**src/include/video_consts.svh**
```systemverilog
// ####################
// Video colour constants
// Palette size, screen geometry and pipeline depths
// ####################

`ifndef VIDEO_CONSTS_SVH
`define VIDEO_CONSTS_SVH

// Palette address width, 512 colours of two bytes each
`define PAL_AW      10
`define PAL_DEPTH   (1 << `PAL_AW)

// Screen geometry in pixels and lines
`define H_TOTAL     32
`define H_ACTIVE    24
`define V_TOTAL     16
`define V_ACTIVE    12

// Pixel stages inside the blanking delay
`define BLANK_DLY   3
// Pixels from layer sampling to colour output
`define COLOUR_DLY  4

`endif

```
**src/source/colour_pkg.sv**
```systemverilog
// ####################
// Colour types
// Palette entry views and layer pixel codes
// ####################

package colour_pkg;

    // 15-bit colour, blue on top
    typedef struct packed {
        logic [4:0] blue;
        logic [4:0] green;
        logic [4:0] red;
    } colour_t;

    // Entry as the CPU sees it, odd byte on top
    typedef struct packed {
        logic [7:0] hi;
        logic [7:0] lo;
    } pal_bytes_t;

    // Entry as the video side sees it
    typedef struct packed {
        logic    spare;
        colour_t rgb;
    } pal_colour_t;

    typedef union packed {
        pal_bytes_t  bytes;
        pal_colour_t col;
    } pal_entry_t;

    // Layer pixel code and palette bank
    typedef logic [6:0] layer_pxl_t;
    typedef logic [3:0] layer_pal_t;

endpackage

```
**src/source/blank_delay.sv**
```systemverilog
// ####################
// Blanking delay
// Aligns colour with delayed blanks and blacks out
// the blanked pixels
// ####################

`timescale 1ns/1ps
`include "video_consts.svh"

module blank_delay (
    input  logic                clk,
    input  logic                rst,
    input  logic                pxl_cen,
    input  logic                LHBL,
    input  logic                LVBL,
    input  colour_pkg::colour_t col_in,
    output logic                LHBL_dly,
    output logic                LVBL_dly,
    output colour_pkg::colour_t col_out
);

    // Blanks come in one pixel ahead of the mixer colour,
    // so they run one stage deeper
    logic [`COLOUR_DLY-1:0] lhbl_sr;
    logic [`COLOUR_DLY-1:0] lvbl_sr;
    colour_pkg::colour_t    col_sr [`BLANK_DLY];

    always_ff @(posedge clk) begin
        if (rst) begin
            lhbl_sr <= '0;
            lvbl_sr <= '0;
            for (int i = 0; i < `BLANK_DLY; i++) begin
                col_sr[i] <= '0;
            end
        end else if (pxl_cen) begin
            lhbl_sr   <= {lhbl_sr[`COLOUR_DLY-2:0], LHBL};
            lvbl_sr   <= {lvbl_sr[`COLOUR_DLY-2:0], LVBL};
            col_sr[0] <= col_in;
            for (int i = 1; i < `BLANK_DLY; i++) begin
                col_sr[i] <= col_sr[i-1];
            end
        end
    end

    assign LHBL_dly = lhbl_sr[`COLOUR_DLY-1];
    assign LVBL_dly = lvbl_sr[`COLOUR_DLY-1];

    // Black outside the active area
    assign col_out = (LHBL_dly && LVBL_dly) ? col_sr[`BLANK_DLY-1] : '0;

endmodule

```
**config.mk**
```make
export PLATFORM = sky130hd
export DESIGN_NAME = blank_delay
export DESIGN_NICKNAME = d
export VERILOG_FILES = /design/src/source/colour_pkg.sv /design/src/source/blank_delay.sv
export VERILOG_INCLUDE_DIRS = /design/src /design/src/include
export SDC_FILE = /design/constraint.sdc
export NUM_CORES = 1
export LEC_CHECK = 0
export ABC_AREA = 1
export ABC_CLOCK_PERIOD_IN_PS = 1700
export BUFFER_PORTS_ARGS = -buffer_cell sky130_fd_sc_hd__buf_4
export CORE_MARGIN = 2
export CORE_UTILIZATION = 35
export CTS_BUF_LIST = sky130_fd_sc_hd__clkbuf_16
export DETAILED_ROUTE_END_ITERATION = 10
export SKIP_LAST_GASP = 1
export SLEW_MARGIN = 20
export SYNTH_ARGS = -nofsm -noshare
export SYNTH_HDL_FRONTEND = slang
export SYNTH_SLANG_ARGS = --single-unit
```
**constraint.sdc**
```tcl
create_clock -name clk -period 1.7 [get_ports clk]
set_input_delay 0.17 -clock clk [delete_from_list [all_inputs] [get_ports clk]]
set_output_delay 0.17 -clock clk [all_outputs]
set_load 0.02 [all_outputs]
```
# Yosys cells after proc, flatten, opt, wreduce, memory -nomap -nowiden
# Memories as Yosys holds them, arrays and structs flattened.
# Cells that the tools add are included.
[word_totals]
register_bits = 8
n_memories = 1
rom_bits = 0
word_cells = 16
ramBits = 45
latch_bits = 0
[mem_list]
columns = ["name", "words", "width", "read_ports", "rd_clocked_by_memory_dff", "wr", "line_no", "text"]
rows = [
  ["col_sr", 3, 15, 3, 0, 3, "blank_delay.sv:26", "colour_pkg::colour_t col_sr [`BLANK_DLY];"],
]
[op_classes]
n_eq_ne = 0
shifts = 0
n_lt_le_gt_ge = 0
div_mod_pow = 0
n_addsub = 0
multipliers = 0
n_mux = 9
bitwise = 3
n_reduce_logical = 1
[ops]
columns = ["op", "n"]
rows = [
  ["$mux W15", 4],
  ["$mux W1", 5],
  ["$or A1 B1 Y1", 3],
  ["$logic_and A1 B1 Y1", 1],
]

# Logic depth before layout (Yosys ltp)
[logic_depth]
word_depth = 4
depth_mapped = 4

# Worst setup path before layout
# Ideal clock, no wire load.
[synth_path]
path_kind = "input -> register"
from = "input pxl_cen"
to = "memory col_sr[0][0] in the netlist's numbering (enable)"
t_arrival_ps = 1261
cell_stages = 3
setup_slack_ps = 40
n_path_buf = 1
path_cell_list = "buf_6 -> nor2_2 -> inv_1"
[synth_lines]
columns = ["element", "line_no", "text"]
rows = [
  ["from (decl)", "blank_delay.sv:13", "input logic pxl_cen,"],
  ["to (decl)", "blank_delay.sv:26", ""],
]

==> results.md <==
## Timing
• 67.45% — worst slew margin relative to its limit
• false — RSZ-0062 raised after global routing
• 0 — total count of hold-check failures in the final report
• 0 — final setup vio count
• 0 — max-slew violation count
• 0 ns — TNS Setup
• 86.42% — crit share post-route
• 0.004648 ns — skew final
• 0.4871 ns — worst-margin pin slew
• 1.469 ns — min cycle time layout
• 680.6 MHz — peak clock frequency supported by timing

## Drt
• 0 — antenna-violating nets left
• 4 — Detailed Routing Iterations Pass 1
• 0 — total DRC errors in the routed layout
• 8.276 um — final routed wire length divided by cell count
• 3.789 — post-DR vias/cell
• 1224 — vias post-DR
• 79 — starting DRC count in detailed routing
• 2673 um — WL final

## Power
• 58.3% — sequential power share
• 988.3 mW/mm^2 — total power density per cell area
• 1.214 nW — total leakage power
• 36.2% — Clk network pwr share
• 19.49% — switching share of power
• 0.5049 mW — Switch Pwr
• 2.086 mW — internal power contribution
• 5.4% — Comb pwr share
• 0.4436 mV — Peak supply drop

## Yosys
• 0.002127 mm^2 — cell area after synthesis
• 10.23 um^2 — mean cell area of the mapped netlist
• 208 — post-synthesis instance total
• sky130_fd_sc_hd__edfxtp_1 — area leader, netlist
• 53 — Synth Register Bits
• 63.53% — area share of the largest cell type after synthesis
• sky130_fd_sc_hd__edfxtp_1 (64%), sky130_fd_sc_hd__inv_1 (11%), sky130_fd_sc_hd__nor2_1 (11%) — most area-consuming cells after synthesis
• 71.06% — fraction of the yosys area taken by sequential cells
• 0 — total number of yosys warnings
• 11 — unique cell type count in the Yosys netlist
• 0% — multiplexer area fraction after synthesis
• simple AND/OR/NAND/NOR gates — main combinational cell family by area after synthesis
• 0% — adder and majority gate portion of the synthesized area
• sky130_fd_sc_hd__inv_1 — cell with the most instances after synthesis
• 16.29% — simple-gate portion of the synthesized area
• 228 — net count after synthesis
• sky130_fd_sc_hd__inv_1 (61), sky130_fd_sc_hd__nor2_1 (60), sky130_fd_sc_hd__edfxtp_1 (45), sky130_fd_sc_hd__nand2_1 (17) — most frequent cells after synthesis
• 0% — XOR/XNOR Fraction of Synth Area
• 0% — complex-gate fraction of the synthesized area
• sky130_fd_sc_hd__edfxtp_1 — dominant synthesized flop cell
• 45 — number of enable flip-flop cells after synthesis
• 0% — share of synthesized flip-flops with an asynchronous set or reset

## Global route
• 5085 um — global-route wire length before repair
• 0 — total congestion overflow after global routing
• 9.953% — Total GRT Usage
• 46 — maximum number of pins on one net before global-route repair
• 0 — number of antenna violations at the first check in global routing
• 1194 — via count of the first global-routing pass

## Clock network
• yes — TritonCTS clock tree
• sky130_fd_sc_hd__clkbuf_16 — Root Driver
• 53 — clock sink count
• 2 — clock tree buffer depth
• 0 — PostCTS Resize Cnt
• 0 — number of setup buffers added after CTS
• 0 — Post-CTS Hold Buffers
• 5 — clock buffers created by TritonCTS
• 0.28 ns — clock network latency to the later pin of the worst-skew pair
• 2 — deepest level of the CTS H-tree
• 0.06 ns — Clock Pin Slew Worst Setup and Hold Paths

## Die
• 0.006717 mm^2 — overall die area
• 0.005886 mm^2 — core area
• 81.96 um — vertical die dimension
• 36.14% — effective utilization at floorplan
• 81.96 um — x dimension of the die
• 28 — cell row count
• 37 — num ports

## Worst setup path
• 1.53 ns — worst path required time
• register — Critical Path Source Type
• 15 — crit path max fanout
• primary output — Crit. End Element
• 1.30 ns — Arr. time, crit path
• reg -> out — kind of critical path

## Outcome
• completed — run status

## Finish
• 0 — antenna cells
• 267 — number of nets at the end of the flow
• 323 — non-filler cells in the finished layout
• 19.35% — share of final-layout standard cells stronger than drive strength 1
• 23.24% — Area growth syn-to-layout

## Min path
• in -> reg — type of the most critical hold path

## Flow run
• 0 — Max-cap violations

## Placement
• 0.6645 — final weighted congestion in routability-driven placement
• 315 — number of placed instances, taps included
• 36 — count of input and output buffers
• 1643 um — Detail Placement HPWL

logic make-up (layout without fill, tap and decap cells):
group,Yosys count,after routing
AND/OR/NAND/NOR,87,87
buffers and inverters,68,108
flip-flops,53,53
placed cells by master (no fill, tap or decap):
cell type	netlist	final
sky130_fd_sc_hd__buf_12	0	1
sky130_fd_sc_hd__buf_4	0	37
sky130_fd_sc_hd__clkbuf_16	0	5
sky130_fd_sc_hd__clkinv_1	0	1
sky130_fd_sc_hd__clkinv_2	0	2
sky130_fd_sc_hd__dfxtp_1	8	8
sky130_fd_sc_hd__edfxtp_1	45	45
sky130_fd_sc_hd__inv_1	61	61
sky130_fd_sc_hd__inv_2	1	1
sky130_fd_sc_hd__nand2_1	17	17
sky130_fd_sc_hd__nand2_4	1	1
sky130_fd_sc_hd__nand3_1	8	8
sky130_fd_sc_hd__nor2_1	60	60
sky130_fd_sc_hd__nor2_2	1	1
power by group through the flow:
stage          clock network (mW)  logic [mW]  registers, mW
6_report                    0.939       0.141           1.51
2_1_floorplan                   0      0.0889           1.54
3_5_place_dp                    0       0.144           1.54
3_3_place_gp                    0       0.143           1.54
4_1_cts                     0.966       0.145           1.51
5_1_grt                      1.03       0.166           1.52
metrics by stage:
| stage | setup WS (ns) | hold WS, ns | area (um^2) | power [mW] | utilization, % |
|---|---|---|---|---|---|
| floorplan | 0.03997 | 0.3113 | 2127 | 1.626 | - |
| global placement | 0.5419 | 0.3955 | 2482 | 1.681 | 42.18 |
| detailed placement | 0.4977 | 0.4066 | 2482 | 1.684 | 42.18 |
| CTS | 0.1915 | 0.1139 | 2621 | 2.622 | 44.54 |
| global route | 0.03280 | 0.1330 | 2621 | 2.713 | 44.54 |
| finish | 0.2308 | 0.1168 | 2621 | 2.591 | 44.54 |
worst paths after layout:
path / cells after the start / to / slack [ns] / start
worst min register to register: 2 / lhbl_sr[2] / 0.45 / lhbl_sr[2]
worst min-delay path: 3 / lvbl_sr[0] / 0.12 / LVBL
worst max-delay path: 3 / col_out[6] / 0.23 / lhbl_sr[3]
worst max register to register: 2 / col_sr[0][39] / 0.97 / col_sr[0][24]
sequential cells by signal, summed over array words and instances (netlist names):
signal   cells
lhbl_sr      4
col_sr      45
lvbl_sr      4
worst max-delay path, stage by stage, from the launching register on:
cell and delay (ns):
sky130_fd_sc_hd__dfxtp_1 0.35, sky130_fd_sc_hd__nand2_1 0.30, sky130_fd_sc_hd__nor2_1 0.20, sky130_fd_sc_hd__buf_4 0.16
final cells by class:
type	count	area, um^2
clock buffer	5	125.1
timing repair buffer	38	297.8
multi-input combinational	87	346.6
inverter	62	232.7
clock inverter	3	13.76
sequential	53	1511
tap	75	93.84
fill	580	3264
metal layers:
| metal | vias up | track usage (%) | share of wire [%] |
|---|---|---|---|
| met1 | 502 | 12.50 | 46 |
| met2 | 29 | 15.37 | 46 |
| met3 | 5 | 2.967 | 5.3 |
| met4 | 0 | 5.500 | 2.7 |
| met5 | - | 0 | 0 |
| li1 | 688 | - | - |
No activity file was read; power rests on OpenSTA's default activity.
