$ cat src/include/video_consts.svh
// ####################
// Video colour constants
// Palette size, screen geometry and pipeline depths
// ####################

`ifndef VIDEO_CONSTS_SVH
`define VIDEO_CONSTS_SVH

// Palette address width, 512 colours of two bytes each
`define PAL_AW      10
`define PAL_DEPTH   (1 << `PAL_AW)

// Screen geometry in pixels and lines
`define H_TOTAL     32
`define H_ACTIVE    24
`define V_TOTAL     16
`define V_ACTIVE    12

// Pixel stages inside the blanking delay
`define BLANK_DLY   3
// Pixels from layer sampling to colour output
`define COLOUR_DLY  4

`endif

$ cat src/source/video_timing_pkg.sv
// ####################
// Video timing types
// Screen counter widths
// ####################

`include "video_consts.svh"

package video_timing_pkg;

    // Horizontal pixel counter
    typedef logic [$clog2(`H_TOTAL)-1:0] hcount_t;

    // Line counter
    typedef logic [$clog2(`V_TOTAL)-1:0] vcount_t;

endpackage

$ cat src/source/video_timing.sv
// ####################
// Video timing generator
// Pixel strobe plus horizontal and vertical blanking
// ####################

`timescale 1ns/1ps
`include "video_consts.svh"

module video_timing (
    input  logic clk,
    input  logic rst,
    output logic pxl_cen,
    output logic LHBL,
    output logic LVBL
);

    video_timing_pkg::hcount_t hcnt;
    video_timing_pkg::hcount_t hcnt_nx;
    video_timing_pkg::vcount_t vcnt;
    video_timing_pkg::vcount_t vcnt_nx;
    logic                      h_wrap;
    logic                      v_wrap;

    // End of line and end of frame
    assign h_wrap = hcnt == video_timing_pkg::hcount_t'(`H_TOTAL - 1);
    assign v_wrap = vcnt == video_timing_pkg::vcount_t'(`V_TOTAL - 1);

    // Next counter values
    always_comb begin
        hcnt_nx = h_wrap ? '0 : hcnt + 1'b1;
        vcnt_nx = vcnt;
        if (h_wrap) begin
            vcnt_nx = v_wrap ? '0 : vcnt + 1'b1;
        end
    end

    always_ff @(posedge clk) begin
        if (rst) begin
            pxl_cen <= 1'b0;
            hcnt    <= '0;
            vcnt    <= '0;
            LHBL    <= 1'b0;
            LVBL    <= 1'b0;
        end else begin
            // Divide by two
            pxl_cen <= ~pxl_cen;
            if (pxl_cen) begin
                hcnt <= hcnt_nx;
                vcnt <= vcnt_nx;
                // Blanks follow the new count
                LHBL <= hcnt_nx < `H_ACTIVE;
                LVBL <= vcnt_nx < `V_ACTIVE;
            end
        end
    end

endmodule

$ cat config.mk
export PLATFORM = sky130hd
export DESIGN_NAME = video_timing
export DESIGN_NICKNAME = d
export VERILOG_FILES = /design/src/source/video_timing_pkg.sv /design/src/source/video_timing.sv
export VERILOG_INCLUDE_DIRS = /design/src /design/src/include
export SDC_FILE = /design/constraint.sdc
export NUM_CORES = 1
export LEC_CHECK = 0
export BUFFER_PORTS_ARGS = -buffer_cell sky130_fd_sc_hd__clkbuf_2
export CAP_MARGIN = 20
export CORE_AREA = 2 2 39 41
export CTS_BUF_LIST = sky130_fd_sc_hd__clkbuf_4
export DETAILED_ROUTE_END_ITERATION = 7
export DIE_AREA = 0 0 41 43
export PLACE_DENSITY = 0.71
export SYNTH_ARGS = -nofsm -noshare
export SYNTH_HDL_FRONTEND = slang
export SYNTH_SLANG_ARGS = --single-unit
$ cat constraint.sdc
create_clock -name clk -period 1.44 [get_ports clk]
set_input_delay 0.144 -clock clk [delete_from_list [all_inputs] [get_ports clk]]
set_output_delay 0.144 -clock clk [all_outputs]
set_load 0.02 [all_outputs]
## Yosys cells after proc, flatten, opt, wreduce, memory -nomap -nowiden

Index checks and enable logic that the tools add are counted.
Widths: inputs -> output; s select.

- Bits in read-only memories: 0
- Output and inout bits: 3
- Latch bits: 0
- Register bits: 12
- Bits in writable memories: 0
- Memories kept: 0

- Equality and inequality tests: 2
- Mux-type cells: 3
- $lt $le $gt $ge: 2
- Shift-type cells: 0
- Divide/modulo/power cells: 0
- $mul: 0
- Reduce and logical (&&, ||, !) cells: 0
- Bitwise operators: 1
- $add $sub $neg: 2

Operators by type and width:

| operator | number |
|---|---|
| $mux 4 | 2 |
| $add 5x1->5 const B | 1 |
| $eq 5x5->1 const B | 1 |
| $lt 5x5->1 const B | 1 |
| $mux 5 | 1 |
| $add 4x1->4 const B | 1 |
| $eq 4x4->1 const B | 1 |
| $lt 4x4->1 const B | 1 |
| $not 1->1 | 1 |

## Longest topological paths before layout

Gate-level depths: netlist (run 1).

- Word-level depth: 4
- Gate-level depth with buffers: 7

## Least setup slack after synthesis (run 1)

No wires, ideal clock.

- Kind: reg2reg
- Start: reg hcnt[0]
- End: reg LVBL
- Path buffers: 0
- Cell stages (with the launch flop): 8
- Data required time: 1.349 ns
- Setup slack: -0.116 ns
- Setup time: 0.091 ns
- Arrival time: 1.465 ns
- Cells stage by stage: dfxtp_1 -> ha_1 -> and3_1 -> ha_1 -> nand2_2 -> o21ai_1 -> o31ai_1 -> a311oi_1

- Cells in the longest elaborated chain, start to end: 3

RTL lines:

| item | line | text |
|---|---|---|
| from (decl) | video_timing.sv:17 | `video_timing_pkg::hcount_t hcnt;` |
| from (signal assigned) | video_timing.sv:48 | `hcnt <= hcnt_nx;` |
| $eq 5x5->1 | video_timing.sv:25 | `` assign h_wrap = hcnt == video_timing_pkg::hcount_t'(`H_TOTAL - 1); `` |
| $mux 4 | video_timing.sv:32 | `if (h_wrap) begin` |
| $lt 4x4->1 (no source line) | -- |  |
| to (signal assigned) | video_timing.sv:52 | `` LVBL <= vcnt_nx < `V_ACTIVE; `` |
| to (decl) | video_timing.sv:14 | `output logic LVBL` |

Every way passes these cells.
A chain may end at the register's enable or synchronous reset.

## Worst setup path after layout (run 1)

- Start: reg hcnt[1]
- End: reg LVBL

The elaborated chain is that of the path after synthesis.

==> impl_metrics.prom, run 1 <==
# TYPE chip_impl_metric gauge
chip_impl_metric{name="synth_area_per_cell",unit="um2"} 8.97
chip_impl_metric{name="power_leakage",unit="nW"} 0.295
chip_impl_metric{name="final_util",unit="%"} 51.9
chip_impl_info{name="crit_path_cell_trace",value="ha_4 > and3_4 > ha_4 > nand2_4 > o21ai_2 > o31ai_1 > a311oi_1"} 1
chip_impl_info{name="synth_commonest_cells",value="dfxtp_1 (12), nor2_1 (11), a21oi_1 (5), nand2_1 (5)"} 1
chip_impl_info{name="synth.area.top_cells",value="dfxtp_1 (45%), nor2_1 (7.7%), ha_1 (7.0%)"} 1
chip_impl_metric{name="grt_max_degree",unit=""} 13
chip_impl_metric{name="crit_cells",unit=""} 7
chip_impl_info{name="startpoint_types",value="flop"} 1
chip_impl_info{name="hold_path.class",value="primary input to flop"} 1
chip_impl_metric{name="drt_pass1_iterations",unit=""} 4
chip_impl_metric{name="timing.final.max_slew_violations",unit=""} 0
chip_impl_metric{name="cts-hold-fix-buffers",unit=""} 0
chip_impl_metric{name="antenna_violating_nets_post_route",unit=""} 0
chip_impl_metric{name="average_vias_per_placed_instance",unit=""} 5.11
chip_impl_metric{name="grt_pass1_vias",unit=""} 417
chip_impl_metric{name="route.detailed.drc",unit=""} 0
chip_impl_metric{name="arrival",unit="ns"} 1.60
chip_impl_metric{name="grt_overflow_total",unit=""} 0
chip_impl_metric{name="number_of_endpoints_failing_setup_at_the_final_stage",unit=""} 0
chip_impl_metric{name="clock_sinks",unit=""} 12
chip_impl_metric{name="postSynthCellCount",unit=""} 60
chip_impl_metric{name="synthesis.area",unit="um2"} 538
chip_impl_metric{name="yosys_reg_bits",unit=""} 12
chip_impl_metric{name="first_iter_violations",unit=""} 8
chip_impl_info{name="critical-path-slowest-cell",value="dfxtp_4"} 1
chip_impl_metric{name="setup-tns-final",unit="ns"} 0
chip_impl_metric{name="tritoncts.num_buffers",unit=""} 3
chip_impl_metric{name="final_layout_size_suffix_gt1_share",unit="%"} 37.8
chip_impl_metric{name="pin_count",unit=""} 5
chip_impl_metric{name="synth_top_cell_area_share",unit="%"} 44.7
chip_impl_info{name="cpLargestDelayFamily",value="compound AO/OA/AOI/OAI gates"} 1
chip_impl_info{name="worst_path_most_repeated_cell",value="ha_4"} 1
chip_impl_metric{name="gp_congestion",unit=""} 0.697
chip_impl_metric{name="peakVddDrop",unit="V"} 0.000420
chip_impl_metric{name="total_via_count_after_detailed_routing",unit=""} 460
chip_impl_metric{name="pwr_density_cell",unit="mW/mm2"} 888
chip_impl_metric{name="timing.final.ws_setup",unit="ns"} 0.0276
chip_impl_metric{name="critical_path.n_buffers_inverters",unit=""} 0
chip_impl_metric{name="worst_path_largest_cell_delay",unit="ns"} 0.36
chip_impl_metric{name="whs_path_depth",unit=""} 2
chip_impl_metric{name="tightestPinTransition",unit="ns"} 0.267
chip_impl_metric{name="clock_insertion_delay_at_the_later_pin_of_the_skew_report",unit="ns"} 0.27
chip_impl_metric{name="grt.total_usage",unit="%"} 14.1
chip_impl_metric{name="cts.reportedPaths.clkPinSlew",unit="ns"} 0.07
chip_impl_metric{name="final_net_count",unit=""} 81
chip_impl_metric{name="post_synth_num_cell_types",unit=""} 22
chip_impl_metric{name="cp_max_fo",unit=""} 6
chip_impl_metric{name="hold-worst-slack",unit="ns"} 0.211
chip_impl_metric{name="final_period_minus_worst_setup_slack",unit="ns"} 1.41
chip_impl_metric{name="min_period_over_period",unit="%"} 98.1
chip_impl_metric{name="dieWidth",unit="um"} 41
chip_impl_metric{name="crit_required",unit="ns"} 1.63
chip_impl_info{name="yosys.area.top_type",value="dfxtp_1"} 1
chip_impl_info{name="synth_top_flop_cell",value="dfxtp_1"} 1
chip_impl_metric{name="synthToLayoutAreaGrowth",unit="%"} 33.5
chip_impl_metric{name="clk_path_buf_depth",unit=""} 2
chip_impl_metric{name="yosysSeqAreaShare",unit="%"} 44.7
chip_impl_metric{name="number_of_antenna_violations_at_the_first_check_in_global_routing",unit=""} 0
chip_impl_metric{name="die_h",unit="um"} 43
chip_impl_metric{name="fmaxAchievable",unit="MHz"} 708
chip_impl_info{name="library_cell_with_the_highest_instance_count_after_synthesis",value="dfxtp_1"} 1
chip_impl_info{name="crit_path_end_kind",value="flop"} 1
chip_impl_info{name="clock_tree.root_cell",value="clkbuf_4"} 1
chip_impl_info{name="outcome",value="finished clean"} 1
chip_impl_metric{name="skew",unit="ns"} 0.000497
chip_impl_info{name="cts_tree",value="built"} 1
chip_impl_metric{name="timing.reg2reg.worst_path_depth",unit=""} 7
chip_impl_metric{name="pre_cts_ws",unit="ns"} -0.0323
chip_impl_metric{name="wl_per_cell",unit="um"} 11.6
chip_impl_metric{name="die_area",unit="mm2"} 0.00176
chip_impl_metric{name="maxSlewHeadroom",unit="%"} 82.2
chip_impl_metric{name="fp-row-count",unit=""} 14
chip_impl_metric{name="initial_core_util",unit="%"} 38.9
chip_impl_info{name="rsz0062_at_grt",value="true"} 1
chip_impl_metric{name="synthesis.yosys.warnings",unit=""} 0
chip_impl_metric{name="overall_power_of_the_completed_layout",unit="mW"} 0.637
chip_impl_metric{name="core_area",unit="mm2"} 0.00138
chip_impl_metric{name="async_flop_share",unit="%"} 0
chip_impl_metric{name="wire_length_of_the_first_global_routing_pass",unit="mm"} 1.63
chip_impl_metric{name="numPortBuffers",unit=""} 4
chip_impl_metric{name="cts_max_level",unit=""} 1
chip_impl_metric{name="dpl.hpwl",unit="um"} 703
chip_impl_metric{name="diodes",unit=""} 0
chip_impl_metric{name="syn_nets",unit=""} 65
chip_impl_metric{name="fill_cells",unit=""} 126
chip_impl_metric{name="post_synth_edffs",unit=""} 0
chip_impl_metric{name="max-cap-violations",unit=""} 0
chip_impl_metric{name="final_hold_violations",unit=""} 0
chip_impl_metric{name="wl",unit="mm"} 1.05
chip_impl_info{name="worstSetupPathType",value="flop to flop"} 1
## layer usage
layer	wire length, um	GRT usage [%]	share of wire [%]
met5	0	0	0
met2	505	22.2	48
met1	498	15.6	48
met3	19	3.14	1.8
met4	21	10.0	2.0
## per-stage QoR
stage          instance area, um2  cells
3_5_place_dp                  658     85
6_report                      718     90
4_1_cts                       693     89
2_1_floorplan                 574     60
5_1_grt                       718     90
3_3_place_gp                  658     85
## layout make-up
type / count / area (um2) / share of cell area [%]
Tap cell: 16 / 20.0 / 2.79
Clock buffer: 3 / 22.5 / 3.14
Timing Repair Buffer: 13 / 87.6 / 12.2
Sequential cell: 12 / 245 / 34.1
Multi-Input combinational cell: 46 / 343 / 47.7
## flip-flops by register name, indices dropped and copies added, names as in the netlist
register / count
hcnt: 5
LVBL: 1
vcnt: 4
LHBL: 1
pxl_cen: 1
## cell families (layout without fill, tap and decap cells)
kind of cell    Yosys count  in the layout  synth area share, %
fa+ha+maj                 3              3                 6.98
xor+xnor                  3              3                 4.88
mux                       3              3                 5.58
buf+inv                   2             16                 1.63
compound gates           12             12                 14.9
flops                    12             12                 44.7
simple gates             25             25                 21.4
## timing repair
item                                    4_1_cts  5_1_grt
buffers inserted                              1        1
gates cloned                                  0        0
gates resized for setup                       1        5
pin swaps                                     2        2
endpoints found under the setup margin        2        5
endpoints found under the hold margin         0        0
## path summary, 6_finish.rpt
kind	end	slack, ns	startpoint
setup / recovery	LVBL	0.03	hcnt[1]
hold / removal	pxl_cen	0.21	rst
setup reg to reg	LVBL	0.03	hcnt[1]
hold reg to reg	LHBL	0.48	LHBL
## power by group
group | switching [mW] | internal [mW] | leakage, nW
logic | 0.0382 | 0.0372 | 0.182
registers | 0.0139 | 0.345 | 0.0991
clock network | 0.106 | 0.0969 | 0.0138
## layout by cell type, fill, tap and decap left out, types with 2 or more instances in the layout
master and n:
a21oi_1 5, a311oi_1 2, buf_4 9, clkbuf_2 4
clkbuf_4 3, dfxtp_1 10, ha_4 2, mux2i_1 3
nand2_1 5, nand3_1 3, nor2_1 11, o21ai_2 2
xnor2_1 2
Power figures use the tool's default switching activity.
==> run 2, diff against run 1 <==
==> constraint.sdc (replaced) <==
create_clock -name clk -period 1.44 [get_ports clk]
set_input_delay 0.288 -clock clk [delete_from_list [all_inputs] [get_ports clk]]
set_output_delay 0.288 -clock clk [all_outputs]
set_load 0.02 [all_outputs]
==> impl_metrics.prom, run 2 (synthesis results as in run 1) <==
# TYPE chip_impl_metric gauge
chip_impl_metric{name="drt_pass1_iterations",unit=""} 4
chip_impl_metric{name="clock_insertion_delay_at_the_later_pin_of_the_skew_report",unit="ns"} 0.27
chip_impl_info{name="leading_cell_type_in_the_layout_fill_and_taps_excluded",value="nor2_1"} 1
chip_impl_metric{name="average_vias_per_placed_instance",unit=""} 5.18
chip_impl_metric{name="diodes",unit=""} 0
chip_impl_info{name="startpoint_types",value="flop"} 1
chip_impl_metric{name="route.detailed.drc",unit=""} 0
chip_impl_metric{name="min_period_over_period",unit="%"} 100
chip_impl_metric{name="multi_input_comb_area",unit="um2"} 337
chip_impl_metric{name="dpl.hpwl",unit="um"} 748
chip_impl_metric{name="gp_congestion",unit=""} 0.687
chip_impl_metric{name="power_leakage",unit="nW"} 0.283
chip_impl_metric{name="timing.final.max_slew_violations",unit=""} 0
chip_impl_metric{name="grt_pass1_vias",unit=""} 411
chip_impl_metric{name="arrival",unit="ns"} 1.63
chip_impl_metric{name="clk_path_buf_depth",unit=""} 2
chip_impl_metric{name="switching_share",unit="%"} 25.4
chip_impl_metric{name="final_period_minus_worst_setup_slack",unit="ns"} 1.44
chip_impl_info{name="rsz0062_at_grt",value="true"} 1
chip_impl_info{name="hold_path.class",value="primary input to flop"} 1
chip_impl_metric{name="final_hold_violations",unit=""} 0
chip_impl_metric{name="cts_max_level",unit=""} 1
chip_impl_metric{name="seqCellArea",unit="um2"} 245
chip_impl_metric{name="grt_max_degree",unit=""} 13
chip_impl_metric{name="antenna_violating_nets_post_route",unit=""} 0
chip_impl_metric{name="power.share.clock",unit="%"} 33.3
chip_impl_metric{name="core_area",unit="mm2"} 0.00138
chip_impl_info{name="clock_tree.root_cell",value="clkbuf_4"} 1
chip_impl_info{name="cts_tree",value="built"} 1
chip_impl_metric{name="largest_register_ffs",unit=""} 5
chip_impl_metric{name="whs_path_depth",unit=""} 2
chip_impl_info{name="failing_checks",value="negative setup slack"} 1
chip_impl_metric{name="number_of_endpoints_failing_setup_at_the_final_stage",unit=""} 1
chip_impl_metric{name="grt_overflow_total",unit=""} 0
chip_impl_metric{name="synthToLayoutAreaGrowth",unit="%"} 30.2
chip_impl_metric{name="timing.reg2reg.worst_path_depth",unit=""} 5
chip_impl_metric{name="initial_core_util",unit="%"} 38.9
chip_impl_metric{name="numPortBuffers",unit=""} 4
chip_impl_info{name="crit_path_end_kind",value="flop"} 1
chip_impl_metric{name="r2r_setup_slack",unit="ns"} -0.005
chip_impl_info{name="outcome",value="finished, violations left"} 1
chip_impl_metric{name="wl_per_cell",unit="um"} 11.9
chip_impl_metric{name="cp_max_fo",unit=""} 6
chip_impl_metric{name="fmaxAchievable",unit="MHz"} 692
chip_impl_metric{name="tritoncts.num_buffers",unit=""} 3
chip_impl_metric{name="timing.final.ws_setup",unit="ns"} -0.00466
chip_impl_info{name="layout.cells.most_common_list",value="nor2_1 (11), dfxtp_1 (10), buf_4 (7)"} 1
chip_impl_metric{name="total_via_count_after_detailed_routing",unit=""} 461
chip_impl_info{name="largestRegisters",value="hcnt x5, vcnt x4"} 1
chip_impl_metric{name="power.switching",unit="mW"} 0.162
chip_impl_metric{name="first_iter_violations",unit=""} 12
chip_impl_metric{name="power_report.internal_total",unit="mW"} 0.477
chip_impl_metric{name="pwr_density_cell",unit="mW/mm2"} 912
chip_impl_metric{name="peakVddDrop",unit="V"} 0.000502
chip_impl_metric{name="cts.reportedPaths.clkPinSlew",unit="ns"} 0.07
chip_impl_metric{name="die_area",unit="mm2"} 0.00176
chip_impl_metric{name="place_inst",unit=""} 84
chip_impl_metric{name="hold-worst-slack",unit="ns"} 0.353
chip_impl_metric{name="final_non_filler_cell_area",unit="um2"} 701
chip_impl_metric{name="placement.cell_area",unit="um2"} 651
chip_impl_metric{name="cts-hold-fix-buffers",unit=""} 0
chip_impl_metric{name="clock_sinks",unit=""} 12
chip_impl_metric{name="sequentialPowerShare",unit="%"} 55.8
chip_impl_metric{name="final_cells",unit=""} 89
chip_impl_metric{name="die_h",unit="um"} 43
chip_impl_metric{name="fill_cells",unit=""} 135
chip_impl_metric{name="fp-row-count",unit=""} 14
chip_impl_metric{name="final_layout_size_suffix_gt1_share",unit="%"} 34.2
chip_impl_metric{name="crit_required",unit="ns"} 1.63
chip_impl_metric{name="combinationalPowerShare",unit="%"} 10.9
chip_impl_info{name="largest-register",value="hcnt"} 1
chip_impl_metric{name="wire_length_of_the_first_global_routing_pass",unit="mm"} 1.69
chip_impl_metric{name="wl",unit="mm"} 1.06
chip_impl_metric{name="final_net_count",unit=""} 79
chip_impl_metric{name="max-cap-violations",unit=""} 0
chip_impl_metric{name="grt.total_usage",unit="%"} 14.9
chip_impl_metric{name="maxSlewHeadroom",unit="%"} 81.6
chip_impl_info{name="worstSetupPathType",value="flop to flop"} 1
chip_impl_metric{name="pin_count",unit=""} 5
chip_impl_metric{name="tightestPinTransition",unit="ns"} 0.274
chip_impl_metric{name="dieWidth",unit="um"} 41
chip_impl_metric{name="number_of_antenna_violations_at_the_first_check_in_global_routing",unit=""} 0
chip_impl_metric{name="skew",unit="ns"} 0.00224
-- run 2: cell type report --
| type | count | share of cell area (%) |
|---|---|---|
| multi-input cells | 46 | 48.0 |
| flip-flops and latches | 12 | 35.0 |
| repair buffers | 11 | 10.4 |
| clock buffers | 3 | 3.21 |
| well taps | 16 | 2.86 |
| clock inverters | 1 | 0.536 |
-- run 2: worst paths after layout --
path | start | to
worst max-delay path | hcnt[1] | LHBL
worst min-delay path | rst | hcnt[0]
worst max register to register | hcnt[1] | LHBL
worst min register to register | LVBL | LVBL
-- run 2: through the flow --
step / TNS (ns) / worst slack (ns) / power, mW / util, %
final: -0.00466 / -0.00466 / 0.639 / 50.6
after global placement: -0.0296 / -0.0189 / 0.430 / 47.0
after floorplan: 0 / 0.0230 / 0.410 / -
after CTS: 0 / 0.00368 / 0.650 / 50.0
after detailed placement: -0.0983 / -0.0553 / 0.432 / 47.0
after global routing: -0.304 / -0.0986 / 0.671 / 50.6
-- run 2: what timing repair did --
item / 4_1_cts / 5_1_grt
gates resized for setup: 2 / 3
buffers inserted: 1 / 0
setup endpoints to repair: 3 / 7
endpoints found under the hold margin: 0 / 0
pin swaps: 3 / 1
-- run 2: routing by layer --
metal  wire length (um)  track usage, %  vias up
li1                   -               -      236
met1                477            15.7      216
met2                539            22.8        7
met3                 18            4.71        2
met4                 19            12.0        0
met5                  0               0        -
-- run 2: worst max-delay path: stages, from the launching register on --
cell and delay, ns:
dfxtp_4 0.37, ha_4 0.13, and3_4 0.18, ha_4 0.17
and2b_2 0.25, a311oi_1 0.25
-- run 2: power by group through the flow --
stage | Sequential (mW) | Combinational [mW] | Clock [mW]
CTS | 0.357 | 0.0691 | 0.223
detailed placement | 0.366 | 0.0659 | 0
floorplan | 0.373 | 0.0362 | 0
global route | 0.360 | 0.0772 | 0.234
finish | 0.357 | 0.0696 | 0.213
global placement | 0.365 | 0.0644 | 0
