## config.mk

```make
export PLATFORM = sky130hd
export DESIGN_NAME = colour_mixer
export DESIGN_NICKNAME = d
export VERILOG_FILES = /design/src/source/colour_pkg.sv /design/src/source/colour_mixer.sv
export VERILOG_INCLUDE_DIRS = /design/src /design/src/include
export SDC_FILE = /design/constraint.sdc
export NUM_CORES = 1
export LEC_CHECK = 0
export ABC_AREA = 1
export BUFFER_PORTS_ARGS = -buffer_cell sky130_fd_sc_hd__buf_2
export CORE_ASPECT_RATIO = 0.6
export CORE_MARGIN = 1
export CORE_UTILIZATION = 25
export CTS_CLUSTER_SIZE = 10
export DETAILED_ROUTE_END_ITERATION = 12
export SLEW_MARGIN = 10
export SYNTH_ARGS = -nofsm -noshare
export SYNTH_HDL_FRONTEND = slang
export SYNTH_SLANG_ARGS = --single-unit
export TNS_END_PERCENT = 100
```

## constraint.sdc

```tcl
create_clock -name clk -period 1.05 [get_ports clk]
set_input_delay 0.21 -clock clk [delete_from_list [all_inputs] [get_ports clk]]
set_output_delay 0.21 -clock clk [all_outputs]
set_load 0.005 [all_outputs]
```

## src/include/video_consts.svh

```systemverilog
// ####################
// Video colour constants
// Palette size, screen geometry and pipeline depths
// ####################

`ifndef VIDEO_CONSTS_SVH
`define VIDEO_CONSTS_SVH

// Palette address width, 512 colours of two bytes each
`define PAL_AW      10
`define PAL_DEPTH   (1 << `PAL_AW)

// Screen geometry in pixels and lines
`define H_TOTAL     32
`define H_ACTIVE    24
`define V_TOTAL     16
`define V_ACTIVE    12

// Pixel stages inside the blanking delay
`define BLANK_DLY   3
// Pixels from layer sampling to colour output
`define COLOUR_DLY  4

`endif

```

## src/source/colour_pkg.sv

```systemverilog
// ####################
// Colour types
// Palette entry views and layer pixel codes
// ####################

package colour_pkg;

    // 15-bit colour, blue on top
    typedef struct packed {
        logic [4:0] blue;
        logic [4:0] green;
        logic [4:0] red;
    } colour_t;

    // Entry as the CPU sees it, odd byte on top
    typedef struct packed {
        logic [7:0] hi;
        logic [7:0] lo;
    } pal_bytes_t;

    // Entry as the video side sees it
    typedef struct packed {
        logic    spare;
        colour_t rgb;
    } pal_colour_t;

    typedef union packed {
        pal_bytes_t  bytes;
        pal_colour_t col;
    } pal_entry_t;

    // Layer pixel code and palette bank
    typedef logic [6:0] layer_pxl_t;
    typedef logic [3:0] layer_pal_t;

endpackage

```

## src/source/colour_mixer.sv

```systemverilog
// ####################
// Colour mixer
// Layer priority, two palette byte reads per pixel
// and 15-bit colour assembly
// ####################

`timescale 1ns/1ps
`include "video_consts.svh"

module colour_mixer (
    input  logic                   clk,
    input  logic                   rst,
    input  logic                   pxl_cen,
    input  colour_pkg::layer_pxl_t gfx1_pxl,
    input  colour_pkg::layer_pal_t gfx1_pal,
    input  colour_pkg::layer_pxl_t gfx2_pxl,
    input  colour_pkg::layer_pal_t gfx2_pal,
    input  logic [7:0]             pal_q,
    output logic [`PAL_AW-1:0]     pal_addr,
    output colour_pkg::colour_t    col
);

    logic                   gfx1_blank;
    colour_pkg::layer_pxl_t win_pxl;
    colour_pkg::layer_pal_t win_pal;
    logic                   half;
    colour_pkg::pal_entry_t entry;

    // gfx1 is transparent when its low nibble is zero
    assign gfx1_blank = gfx1_pxl[3:0] == 4'h0;

    // Winner, gfx2 looked up even when blank too
    assign win_pxl = gfx1_blank ? gfx2_pxl : gfx1_pxl;
    assign win_pal = gfx1_blank ? gfx2_pal : gfx1_pal;

    // Pixel bit 4, bank, pixel nibble, byte select
    assign pal_addr = {win_pxl[4], win_pal, win_pxl[3:0], half};

    // Half sequencer
    // Odd byte is read on the clock after pxl_cen, even byte on the next
    always_ff @(posedge clk) begin
        if (rst) begin
            half <= 1'b0;
            col  <= '0;
        end else begin
            if (pxl_cen) begin
                half <= 1'b1;
                // Both bytes of the previous pixel are in by now
                col  <= entry.col.rgb;
            end else begin
                half <= ~half;
            end
        end
    end

    // Byte assembly
    // Odd byte arrives first and ends up on top
    always_ff @(posedge clk) begin
        entry.bytes <= {entry.bytes.lo, pal_q};
    end

endmodule

```

After elaboration in Yosys (flattened, before gate mapping)
Index checks and enable logic that the tools add are counted.
{"block": "word_totals", "reg_bits": 31, "output_inout_bits": 25}
{"block": "op_classes", "muxes": 3, "bitwise_logic": 1, "n_reduce_logical": 1}
{"operator": "two-way mux 5 bit", "n": 1}
{"operator": "logical NOT 4 bit", "n": 1}
{"operator": "two-way mux 4 bit", "n": 1}
{"operator": "two-way mux 1 bit", "n": 1}
{"operator": "inverter 1 bit", "n": 1}

Depth between registers and ports, before layout
Gate-level depths: netlist (run 1).
{"block": "logic_depth", "word_depth": 2, "ltp_mapped": 5, "mapped_depth_nobuf": 4}

Worst setup path before layout (run 1)
OpenSTA, ideal clock, no wires.
{"block": "synth_path", "kind": "input-to-output", "start": "input port gfx1_pxl[3]", "end": "output port pal_addr[5]", "arrival_time_ps": 603, "t_required_ps": 840, "path_slack_ps": 237, "cell_stages": 4, "cell_sequence": "nor2_4 > nand2_2 > nand2_1 > nand2_1"}
{"block": "synth_via", "elab_chain_len": 2}
{"element": "from (decl)", "line_no": "colour_mixer.sv:14", "text": "input colour_pkg::layer_pxl_t gfx1_pxl,"}
{"element": "logical NOT 4 bit", "line_no": "colour_mixer.sv:30", "text": "assign gfx1_blank = gfx1_pxl[3:0] == 4'h0;"}
{"element": "two-way mux 4 bit", "line_no": "colour_mixer.sv:34", "text": "assign win_pal = gfx1_blank ? gfx2_pal : gfx1_pal;"}
{"element": "to (decl)", "line_no": "colour_mixer.sv:19", "text": "output logic [`PAL_AW-1:0] pal_addr,"}
Every way passes these cells.

Final worst setup path (run 1)
{"block": "layout_path", "start": "input port gfx1_pxl[3]", "end": "output port pal_addr[7]"}
Same word-level chain as after synthesis.

==> flow_summary.json, run 1 <==
{
  "outcome": "completed",
  "post_synth_main_area_contributors": "sky130_fd_sc_hd__dfxtp_1, sky130_fd_sc_hd__nand2_1, sky130_fd_sc_hd__a21oi_2",
  "period_share": 0.993,
  "routed-wl-met3_um": 125,
  "cts-hold-fix-buffers": 0,
  "power_per_cell_area_nw_per_um2": 1660,
  "synth_cell_type_count": 13,
  "rsz_0062_raised_after_global_routing": "yes",
  "place_hpwl_um": 1560,
  "post_route_cells_drive_above_1_share": 0.529,
  "core-area_um2": 4140,
  "gpl.final_weighted_congestion": 0.614,
  "avgRoutedWirePerCell_um": 9.78,
  "postSynthAreaPerCell_um2": 9.55,
  "dr_wl_met2_um": 915,
  "timing.max_slew.rel_slack": 0.726,
  "clk_transition_reported_paths_ps": 60,
  "grt_pass1_wl_um": 3250,
  "dr_iter_0_viols": 30,
  "flow.area_growth_from_synthesis_pct": 40.8,
  "clock_latency_ps": 270,
  "setup_viol_count_final": 0,
  "tritoncts.num_buffers": 5,
  "most-common-layout-cells": "sky130_fd_sc_hd__buf_2, sky130_fd_sc_hd__dfxtp_1, sky130_fd_sc_hd__nand2_1, sky130_fd_sc_hd__nand2_2, sky130_fd_sc_hd__a21oi_2",
  "drt-met1-wl_um": 1210,
  "seq_area_frac_synth": 0.570,
  "startpoint_type": "primary input",
  "cts_sinks": 31,
  "timing_worst_setup_path_type": "in2out",
  "final_util": 0.370,
  "worst_clock_skew_ps": 0.751,
  "num_antenna_cells": 0,
  "syn-num-nets": 147,
  "clock_path_buffers": 2,
  "synth_top_cell_by_area": "sky130_fd_sc_hd__dfxtp_1",
  "initial_utilization": 0.263,
  "crit_arrival_ps": 830,
  "die_x_um": 87.2,
  "die_area_um2": 4630,
  "r2r_setup_slack_ps": 460,
  "highest_net_fanout_along_the_worst_path": 5,
  "synth.ff_latch_count": 31,
  "grt_use_total": 0.100,
  "synthesis.area_um2": 1090,
  "final_max_slew_violation_count": 0,
  "hold_violations": 0,
  "netlist.area_leader.share": 0.570,
  "setup.worst_path.end_class": "primary output",
  "p_total_mw": 2.54,
  "grt.overflow.total": 0,
  "design.portCount": 58,
  "h_tree_depth": 2,
  "floorplan.die.height_um": 53.1,
  "final_common_cell": "sky130_fd_sc_hd__buf_2",
  "clk_root_buffer_cell": "sky130_fd_sc_hd__clkbuf_8",
  "p_leak_nw": 0.731,
  "vias": 888,
  "grt_pass1_vias": 652,
  "filler_cell_count": 455,
  "finalHoldWorstSlack_ps": 32.2,
  "drtPass1Iterations": 4,
  "worstMarginPinSlew_ps": 412,
  "drv_cap": 0,
  "worst-endpoint-required_ps": 840,
  "top_signal_layer_used": "met4",
  "antenna_found_initial": 0,
  "layout.nets": 204,
  "tritoncts": "built",
  "synthesis.yosys.warnings": 0,
  "vdd.ir_drop.worst_mv": 0.603,
  "fmax_mhz": 959,
  "holdCritPathClass": "in2reg",
  "setup_tns_ps": 0,
  "finalWorstPathRequiredPeriod_ps": 1040,
  "synthesis.instances": 114,
  "postCtsSetupBuffers": 0,
  "row_count": 18,
  "antenna_violating_nets_post_route": 0,
  "grt_start_max_net_pins": 17,
  "route.detailed.drc": 0,
  "wl_um": 2270,
  "portBuffers": 53,
  "routed_via_density": 3.83
}
Yosys cell counts:
cell type,instances
sky130_fd_sc_hd__inv_1,4
sky130_fd_sc_hd__a21oi_2,10
sky130_fd_sc_hd__inv_8,1
sky130_fd_sc_hd__buf_4,2
sky130_fd_sc_hd__buf_12,1
sky130_fd_sc_hd__nand2_2,10
sky130_fd_sc_hd__nor2_4,2
sky130_fd_sc_hd__a21oi_1,6
sky130_fd_sc_hd__nand3_1,9
sky130_fd_sc_hd__dfxtp_1,31
sky130_fd_sc_hd__buf_6,2
sky130_fd_sc_hd__clkbuf_2,1
sky130_fd_sc_hd__nand2_1,35
flip-flops by register name, summed over array words and instances, names as in the netlist:
signal and cells:
col 15, entry 15, half 1
cells by family after synthesis:
family / count (synthesis) / synth area share
compound gates: 16 / 0.108
buf+inv: 11 / 0.0816
simple gates: 56 / 0.240
flops: 31 / 0.570
final timing paths:
| check | from | endpoint | cells after the start |
|---|---|---|---|
| setup reg to reg | entry[0]$_DFF_P_ | col[0]$_SDFFE_PP0P_ | 2 |
| setup / recovery | gfx1_pxl[3] | pal_addr[7] | 6 |
| hold reg to reg | entry[5]$_DFF_P_ | entry[13]$_DFF_P_ | 0 |
| hold / removal | pal_q[4] | entry[4]$_DFF_P_ | 1 |
worst max-delay path, cell delays in order:
cell	delay (ps)
sky130_fd_sc_hd__buf_8	110
sky130_fd_sc_hd__nor2_4	180
sky130_fd_sc_hd__nand2_4	100
sky130_fd_sc_hd__nand2_2	80
sky130_fd_sc_hd__nand2_2	50
sky130_fd_sc_hd__buf_6	110
final cells by class:
cell class | count | area [um^2] | share of cell area
Clock buffer | 8 | 100 | 0.0653
Timing Repair Buffer | 54 | 302 | 0.197
Multi-Input combinational cell | 74 | 409 | 0.267
Inverter | 5 | 26.3 | 0.0171
Tap cell | 60 | 75.1 | 0.0490
Sequential cell | 31 | 621 | 0.405
power breakdown:
part	switching [mW]	internal [mW]	leakage (nW)	total [mW]
combinational	0.139	0.133	0.421	0.272
sequential	0.0278	1.24	0.259	1.27
clock	0.401	0.597	0.0515	0.998
total	0.568	1.97	0.731	2.54
metrics by stage:
step                setup WS, ps  std cells  instance area [um^2]
floorplan                    237        114                  1090
global placement           -87.1        222                  1370
detailed placement         -78.5        222                  1370
CTS                         2.22        232                  1500
global route               -50.1        232                  1530
finish                      7.02        232                  1530
routing by layer:
layer  vias to the layer above  track usage
met5                         -            0
met4                         0       0.0492
met3                         3       0.0499
met2                        16        0.110
met1                       390        0.148
li1                        479            -
what timing repair did:
item	4_1_cts	5_1_grt
resized for setup	5	9
pin swaps	4	4
setup endpoints to repair	6	6
cloned	2	0
endpoints found under the hold margin	0	0
(Power assumes the default switching activity.)
==> run 2: changes to the inputs <==
Settings changed: ABC_AREA 1 to 0.
==> flow_summary.json, run 2 <==
{
  "power_per_cell_area_nw_per_um2": 1780,
  "hold_violations": 0,
  "place_ws_ps": -437,
  "post_route_cells_drive_above_1_share": 0.535,
  "top_count_cell_post_synth": "sky130_fd_sc_hd__dfxtp_1",
  "net-switching-power_mw": 0.572,
  "grt.overflow.total": 0,
  "synthMuxAreaShare": 0.207,
  "routed_via_density": 4.06,
  "dominant_combinational_cell_family_by_area_after_synthesis": "multiplexers",
  "hold_start": "pal_q[3]",
  "dr_iter_0_viols": 14,
  "avgRoutedWirePerCell_um": 12.6,
  "worstMarginPinSlew_ps": 301,
  "floorplan.die.height_um": 51.0,
  "core-area_um2": 3740,
  "postSynth.topFlopCell": "sky130_fd_sc_hd__dfxtp_1",
  "grt_use_total": 0.123,
  "grt_pass1_vias": 795,
  "final_max_slew_violation_count": 0,
  "r2r_setup_slack_ps": 410,
  "syn-num-nets": 117,
  "min_delay_path_depth": 1,
  "fmax_mhz": 720,
  "post_synth_main_area_contributors": "sky130_fd_sc_hd__dfxtp_1, sky130_fd_sc_hd__mux2i_1, sky130_fd_sc_hd__nor2_1",
  "seq_area_frac_synth": 0.622,
  "timing.rr.end": "col[8]$_SDFFE_PP0P_",
  "reg2reg_depth": 2,
  "postSynthAreaPerCell_um2": 11.9,
  "synth_compound_area_frac": 0.0401,
  "rsz_0062_raised_after_global_routing": "yes",
  "drtPass1Iterations": 4,
  "synthesis.area_um2": 998,
  "p_leak_nw": 0.789,
  "clk_network_pwr_share": 0.430,
  "filler_cell_count": 376,
  "post_synth_adder_cell_area": 0,
  "timing.rr.start": "col[8]$_SDFFE_PP0P_",
  "period_share": 1.32,
  "num_antenna_cells": 0,
  "synth_enable_flop_cells": 0,
  "synthesis.yosys.warnings": 0,
  "tritoncts.num_buffers": 5,
  "place_area_um2": 1330,
  "synth.ff_latch_count": 31,
  "final_common_cell": "sky130_fd_sc_hd__buf_2",
  "synth_top_cell_by_area": "sky130_fd_sc_hd__dfxtp_1",
  "clock_path_buffers": 2,
  "finalHoldWorstSlack_ps": 30.3,
  "finalInstanceArea_um2": 1550,
  "registers_with_the_highest_flip_flop_counts": "col (15), entry (15), half (1)",
  "drv_cap": 0,
  "clk_transition_reported_paths_ps": 60,
  "antenna_violating_nets_post_route": 0,
  "xor_and_xnor_fraction_of_the_mapped_netlist_area": 0,
  "setup.worst_path.end_class": "primary output",
  "cts-hold-fix-buffers": 0,
  "timing_worst_setup_path_type": "in2out",
  "startpoint_type": "primary input",
  "setup_tns_ps": -1670,
  "wl_um": 2410,
  "gpl.final_weighted_congestion": 0.672,
  "outcome": "finished with violations",
  "netlist.area_leader.share": 0.622,
  "holdCritPathClass": "in2reg",
  "layout.nets": 176,
  "grt_pass1_wl_um": 3880,
  "switching_share": 0.207,
  "cpPeakStageDelay_ps": 310,
  "cts_sinks": 31,
  "cpMaxStageDelayCell": "sky130_fd_sc_hd__mux2_4",
  "whs_endpoint": "entry[3]$_DFF_P_",
  "violations_in_the_final_reports": "setup timing",
  "flow.area_growth_from_synthesis_pct": 55.3,
  "setup_viol_count_final": 5,
  "post_synth_and_or_nand_nor_area_fraction": 0.0852,
  "timing.max_slew.rel_slack": 0.799,
  "worst_clock_skew_ps": 2.41,
  "synth_cell_type_count": 11,
  "tritoncts": "built",
  "clock_latency_ps": 270,
  "combinational_fraction_of_design_power": 0.110,
  "finalWorstPathRequiredPeriod_ps": 1390,
  "antenna_found_initial": 0,
  "highest_net_fanout_along_the_worst_path": 5,
  "die_area_um2": 4260,
  "vdd.ir_drop.worst_mv": 0.782,
  "h_tree_depth": 2,
  "route.detailed.drc": 0,
  "synthesis.instances": 84,
  "worst-endpoint-required_ps": 840,
  "critical-path-top-cell-by-count": "sky130_fd_sc_hd__buf_6",
  "vias": 775,
  "path_cells": "buf_8, nor4_4, buf_6, mux2_4, buf_6",
  "worst_slack_ps": -339,
  "portBuffers": 53,
  "power.sequential.fraction": 0.461,
  "crit_arrival_ps": 1180,
  "die_x_um": 83.6,
  "synth-async-reset-ratio": 0,
  "grt_start_max_net_pins": 17,
  "clk_root_buffer_cell": "sky130_fd_sc_hd__clkbuf_8",
  "initial_utilization": 0.267,
  "design.portCount": 58,
  "place_hpwl_um": 1630,
  "cellInternalPower_mw": 2.19,
  "row_count": 17,
  "most-common-layout-cells": "sky130_fd_sc_hd__buf_2, sky130_fd_sc_hd__dfxtp_1, sky130_fd_sc_hd__mux2i_1, sky130_fd_sc_hd__nor2_1, sky130_fd_sc_hd__buf_6",
  "synth_common_cells": "sky130_fd_sc_hd__dfxtp_1, sky130_fd_sc_hd__nor2_1, sky130_fd_sc_hd__mux2i_1"
}
run 2: cell types whose count changed after synthesis, sizes merged:
cell    previous run  this run
nand2             45         0
a21oi             16         1
mux2i              0        15
nor2               2        17
nand3              9         0
mux2               0         5
a31o               0         4
buf                5         3
clkbuf             1         2
nor4               0         1
run 2: worst max path at each step:
stage	slack [ps]	from	cells past startpoint	end
CTS	-330	gfx1_pxl[1]	5	pal_addr[5]
global placement	-380	gfx1_pxl[3]	4	pal_addr[9]
global route	-350	gfx1_pxl[1]	5	pal_addr[9]
detailed placement	-440	gfx1_pxl[3]	4	pal_addr[8]
finish	-340	gfx1_pxl[1]	5	pal_addr[9]
floorplan	-120	gfx1_pxl[3]	2	pal_addr[5]
run 2: routing by layer:
| metal | part of all wire | global-route usage | vias to the layer above | wire (um) |
|---|---|---|---|---|
| li1 | - | - | 394 | - |
| met1 | 0.41 | 0.126 | 360 | 994 |
| met2 | 0.51 | 0.218 | 18 | 1230 |
| met3 | 0.069 | 0.0565 | 3 | 165 |
| met4 | 0.0058 | 0.0565 | 0 | 14 |
| met5 | 0 | 0 | - | 0 |
run 2: cells by family (layout without fill, tap and decap cells):
logic type | Yosys count | in the layout
flops | 31 | 31
simple gates | 18 | 18
compound gates | 5 | 5
mux | 20 | 20
buf+inv | 10 | 70
run 2: metrics by stage:
step           utilization  power [mW]  cells
2_1_floorplan            -        1.41     84
3_3_place_gp         0.355        1.54    182
6_report             0.414        2.76    191
4_1_cts              0.411        2.79    191
3_5_place_dp         0.355        1.55    182
5_1_grt              0.414        2.90    191
run 2: power groups by stage:
stage                     logic, mW  clock network, mW  registers (mW)
after floorplan               0.112                  0            1.30
final                         0.302               1.19            1.27
after global placement        0.244                  0            1.29
after detailed placement      0.254                  0            1.30
after CTS                     0.295               1.22            1.27
after global routing          0.326               1.30            1.28
run 2: what timing repair did:
item | in CTS | in global routing
resized for setup | 20 | 3
pin swaps | 1 | 1
buffers inserted | 1 | 0
endpoints found under the hold margin | 0 | 0
endpoints found under the setup margin | 9 | 9
cloned | 0 | 0
run 2: cell type report:
type | instances | area [um^2] | area share
sequential | 31 | 621 | 0.400
timing repair buffer | 57 | 369 | 0.238
multi-input combinational | 43 | 365 | 0.236
clock buffer | 6 | 82.6 | 0.0533
tap | 47 | 58.8 | 0.0379
clock inverter | 2 | 35.0 | 0.0226
inverter | 5 | 18.8 | 0.0121
run 2: worst max-delay path: cells and delay by family:
family,cells,cell delay [ps]
buf+inv,3,390
simple gates,1,270
mux,1,310
==> run 3: changes to the inputs <==
Settings changed: BUFFER_PORTS_ARGS -buffer_cell sky130_fd_sc_hd__buf_2 to not set, DONT_BUFFER_PORTS set to 1.
==> flow_summary.json, run 3 (same netlist as run 2, synthesis figures left out) <==
{
  "finalWorstPathRequiredPeriod_ps": 1160,
  "registers_with_the_highest_flip_flop_counts": "col (15), entry (15), half (1)",
  "cpMaxStageDelayCell": "sky130_fd_sc_hd__mux2_4",
  "avgRoutedWirePerCell_um": 14.2,
  "cellInternalPower_mw": 1.93,
  "tritoncts": "built",
  "timing.max_slew.rel_slack": 0.569,
  "die_x_um": 83.6,
  "worstMarginPinSlew_ps": 647,
  "highest_net_fanout_along_the_worst_path": 5,
  "clk_root_buffer_cell": "sky130_fd_sc_hd__clkbuf_8",
  "path_cells": "nor4_4, buf_6, mux2_4",
  "core-area_um2": 3740,
  "setup.worst_path.end_class": "primary output",
  "wl_um": 2040,
  "rsz_0062_raised_after_global_routing": "yes",
  "p_leak_nw": 0.560,
  "min_delay_path_depth": 2,
  "die_area_um2": 4260,
  "holdCritPathClass": "in2reg",
  "layout.nets": 129,
  "power.sequential.fraction": 0.528,
  "timing_worst_setup_path_type": "in2out",
  "grt_start_max_net_pins": 17,
  "cts_sinks": 31,
  "clk_transition_reported_paths_ps": 60,
  "filler_cell_count": 380,
  "flow.area_growth_from_synthesis_pct": 25.4,
  "route.detailed.drc": 0,
  "worst_clock_skew_ps": 3.33,
  "final_max_slew_violation_count": 0,
  "cpPeakStageDelay_ps": 310,
  "worst_slack_ps": -112,
  "reg2reg_depth": 2,
  "violations_in_the_final_reports": "setup timing",
  "row_count": 17,
  "net-switching-power_mw": 0.497,
  "antenna_violating_nets_post_route": 0,
  "tritoncts.num_buffers": 5,
  "drtPass1Iterations": 4,
  "floorplan.die.height_um": 51.0,
  "worst-endpoint-required_ps": 840,
  "clock_path_buffers": 2,
  "clock_latency_ps": 280,
  "combinational_fraction_of_design_power": 0.059,
  "antenna_found_initial": 0,
  "startpoint_type": "primary input",
  "crit_arrival_ps": 950,
  "finalInstanceArea_um2": 1250,
  "h_tree_depth": 2,
  "place_area_um2": 1030,
  "place_hpwl_um": 1360,
  "switching_share": 0.205,
  "clk_network_pwr_share": 0.413,
  "final_util": 0.335,
  "grt_use_total": 0.102,
  "grt_pass1_vias": 656,
  "portBuffers": 0,
  "vias": 613,
  "gpl.final_weighted_congestion": 0.653,
  "dr_iter_0_viols": 14,
  "setup_viol_count_final": 5,
  "routed_via_density": 4.26,
  "period_share": 1.11,
  "num_antenna_cells": 0,
  "post_route_cells_drive_above_1_share": 0.186,
  "vdd.ir_drop.worst_mv": 0.948,
  "final_common_cell": "sky130_fd_sc_hd__dfxtp_1",
  "design.portCount": 58,
  "grt_pass1_wl_um": 3180,
  "hold_violations": 0,
  "power_per_cell_area_nw_per_um2": 1940,
  "finalHoldWorstSlack_ps": 63.0,
  "initial_utilization": 0.267,
  "most-common-layout-cells": "sky130_fd_sc_hd__dfxtp_1, sky130_fd_sc_hd__nor2_1, sky130_fd_sc_hd__mux2i_1, sky130_fd_sc_hd__dlygate4sd3_1, sky130_fd_sc_hd__clkbuf_8",
  "fmax_mhz": 861,
  "grt.overflow.total": 0,
  "drv_cap": 0,
  "outcome": "finished with violations"
}
==> run 3: cell types whose count changed in the layout (fill, tap and decap cells not counted), sizes merged <==
cell / delta
buf: -56
dlygate4sd3: +8
clkbuf: +2
bufinv: -1
clkinv: -1
dlymetal6s4s: +1
==> run 3: area by class of cell <==
cell class / count / area [um^2] / area share
Sequential cell: 31 / 621 / 0.496
Inverter: 5 / 18.8 / 0.0150
Timing Repair Buffer: 10 / 104 / 0.0829
Tap cell: 47 / 58.8 / 0.0470
Multi-Input combinational cell: 43 / 350 / 0.280
Clock buffer: 8 / 100 / 0.0799
==> run 3: final timing paths <==
| kind | startpoint | endpoint | slack [ps] |
|---|---|---|---|
| setup / recovery | gfx1_pxl[3] | pal_addr[6] | -110 |
| hold / removal | pxl_cen | half$_SDFF_PP0_ | 60 |
| setup reg to reg | col[0]$_SDFFE_PP0P_ | col[0]$_SDFFE_PP0P_ | 370 |
| hold reg to reg | entry[1]$_DFF_P_ | entry[9]$_DFF_P_ | 350 |
==> run 3: timing repair <==
action / 4_1_cts / 5_1_grt
gates cloned: 0 / 0
gates resized for setup: 5 / 2
hold buffers: 9 / 0
buffers inserted: 1 / 0
pin swaps: 1 / 1
hold endpoints to repair: 24 / 0
setup endpoints to repair: 5 / 21
==> run 3: critical path, delay by kind of cell <==
family | cells | cell delay (ps)
and+or+nand+nor | 1 | 260
buffers and inverters | 1 | 170
muxes | 1 | 310
==> run 3: metal layers <==
metal  wire length [um]  track usage  vias to the layer above
li1                   -            -                      298
met1                879       0.0998                      292
met2                982        0.172                       19
met3                158       0.0646                        4
met4                 20       0.0508                        0
met5                  0            0                        -
==> run 3: metrics by stage <==
stage,worst slack (ps),std cells,power (mW),TNS (ps)
2_1_floorplan,-115,84,1.41,-577
3_3_place_gp,-146,126,1.40,-722
3_5_place_dp,-168,126,1.41,-821
4_1_cts,-114,144,2.47,-1960
5_1_grt,-157,144,2.54,-769
6_report,-112,144,2.43,-548
==> run 3: power by group through the flow <==
stage          clock network [mW]  logic [mW]  registers (mW)
2_1_floorplan                   0       0.112            1.30
3_3_place_gp                    0      0.0905            1.31
3_5_place_dp                    0      0.0959            1.31
4_1_cts                      1.05       0.143            1.28
5_1_grt                      1.09       0.157            1.29
6_report                     1.00       0.143            1.28
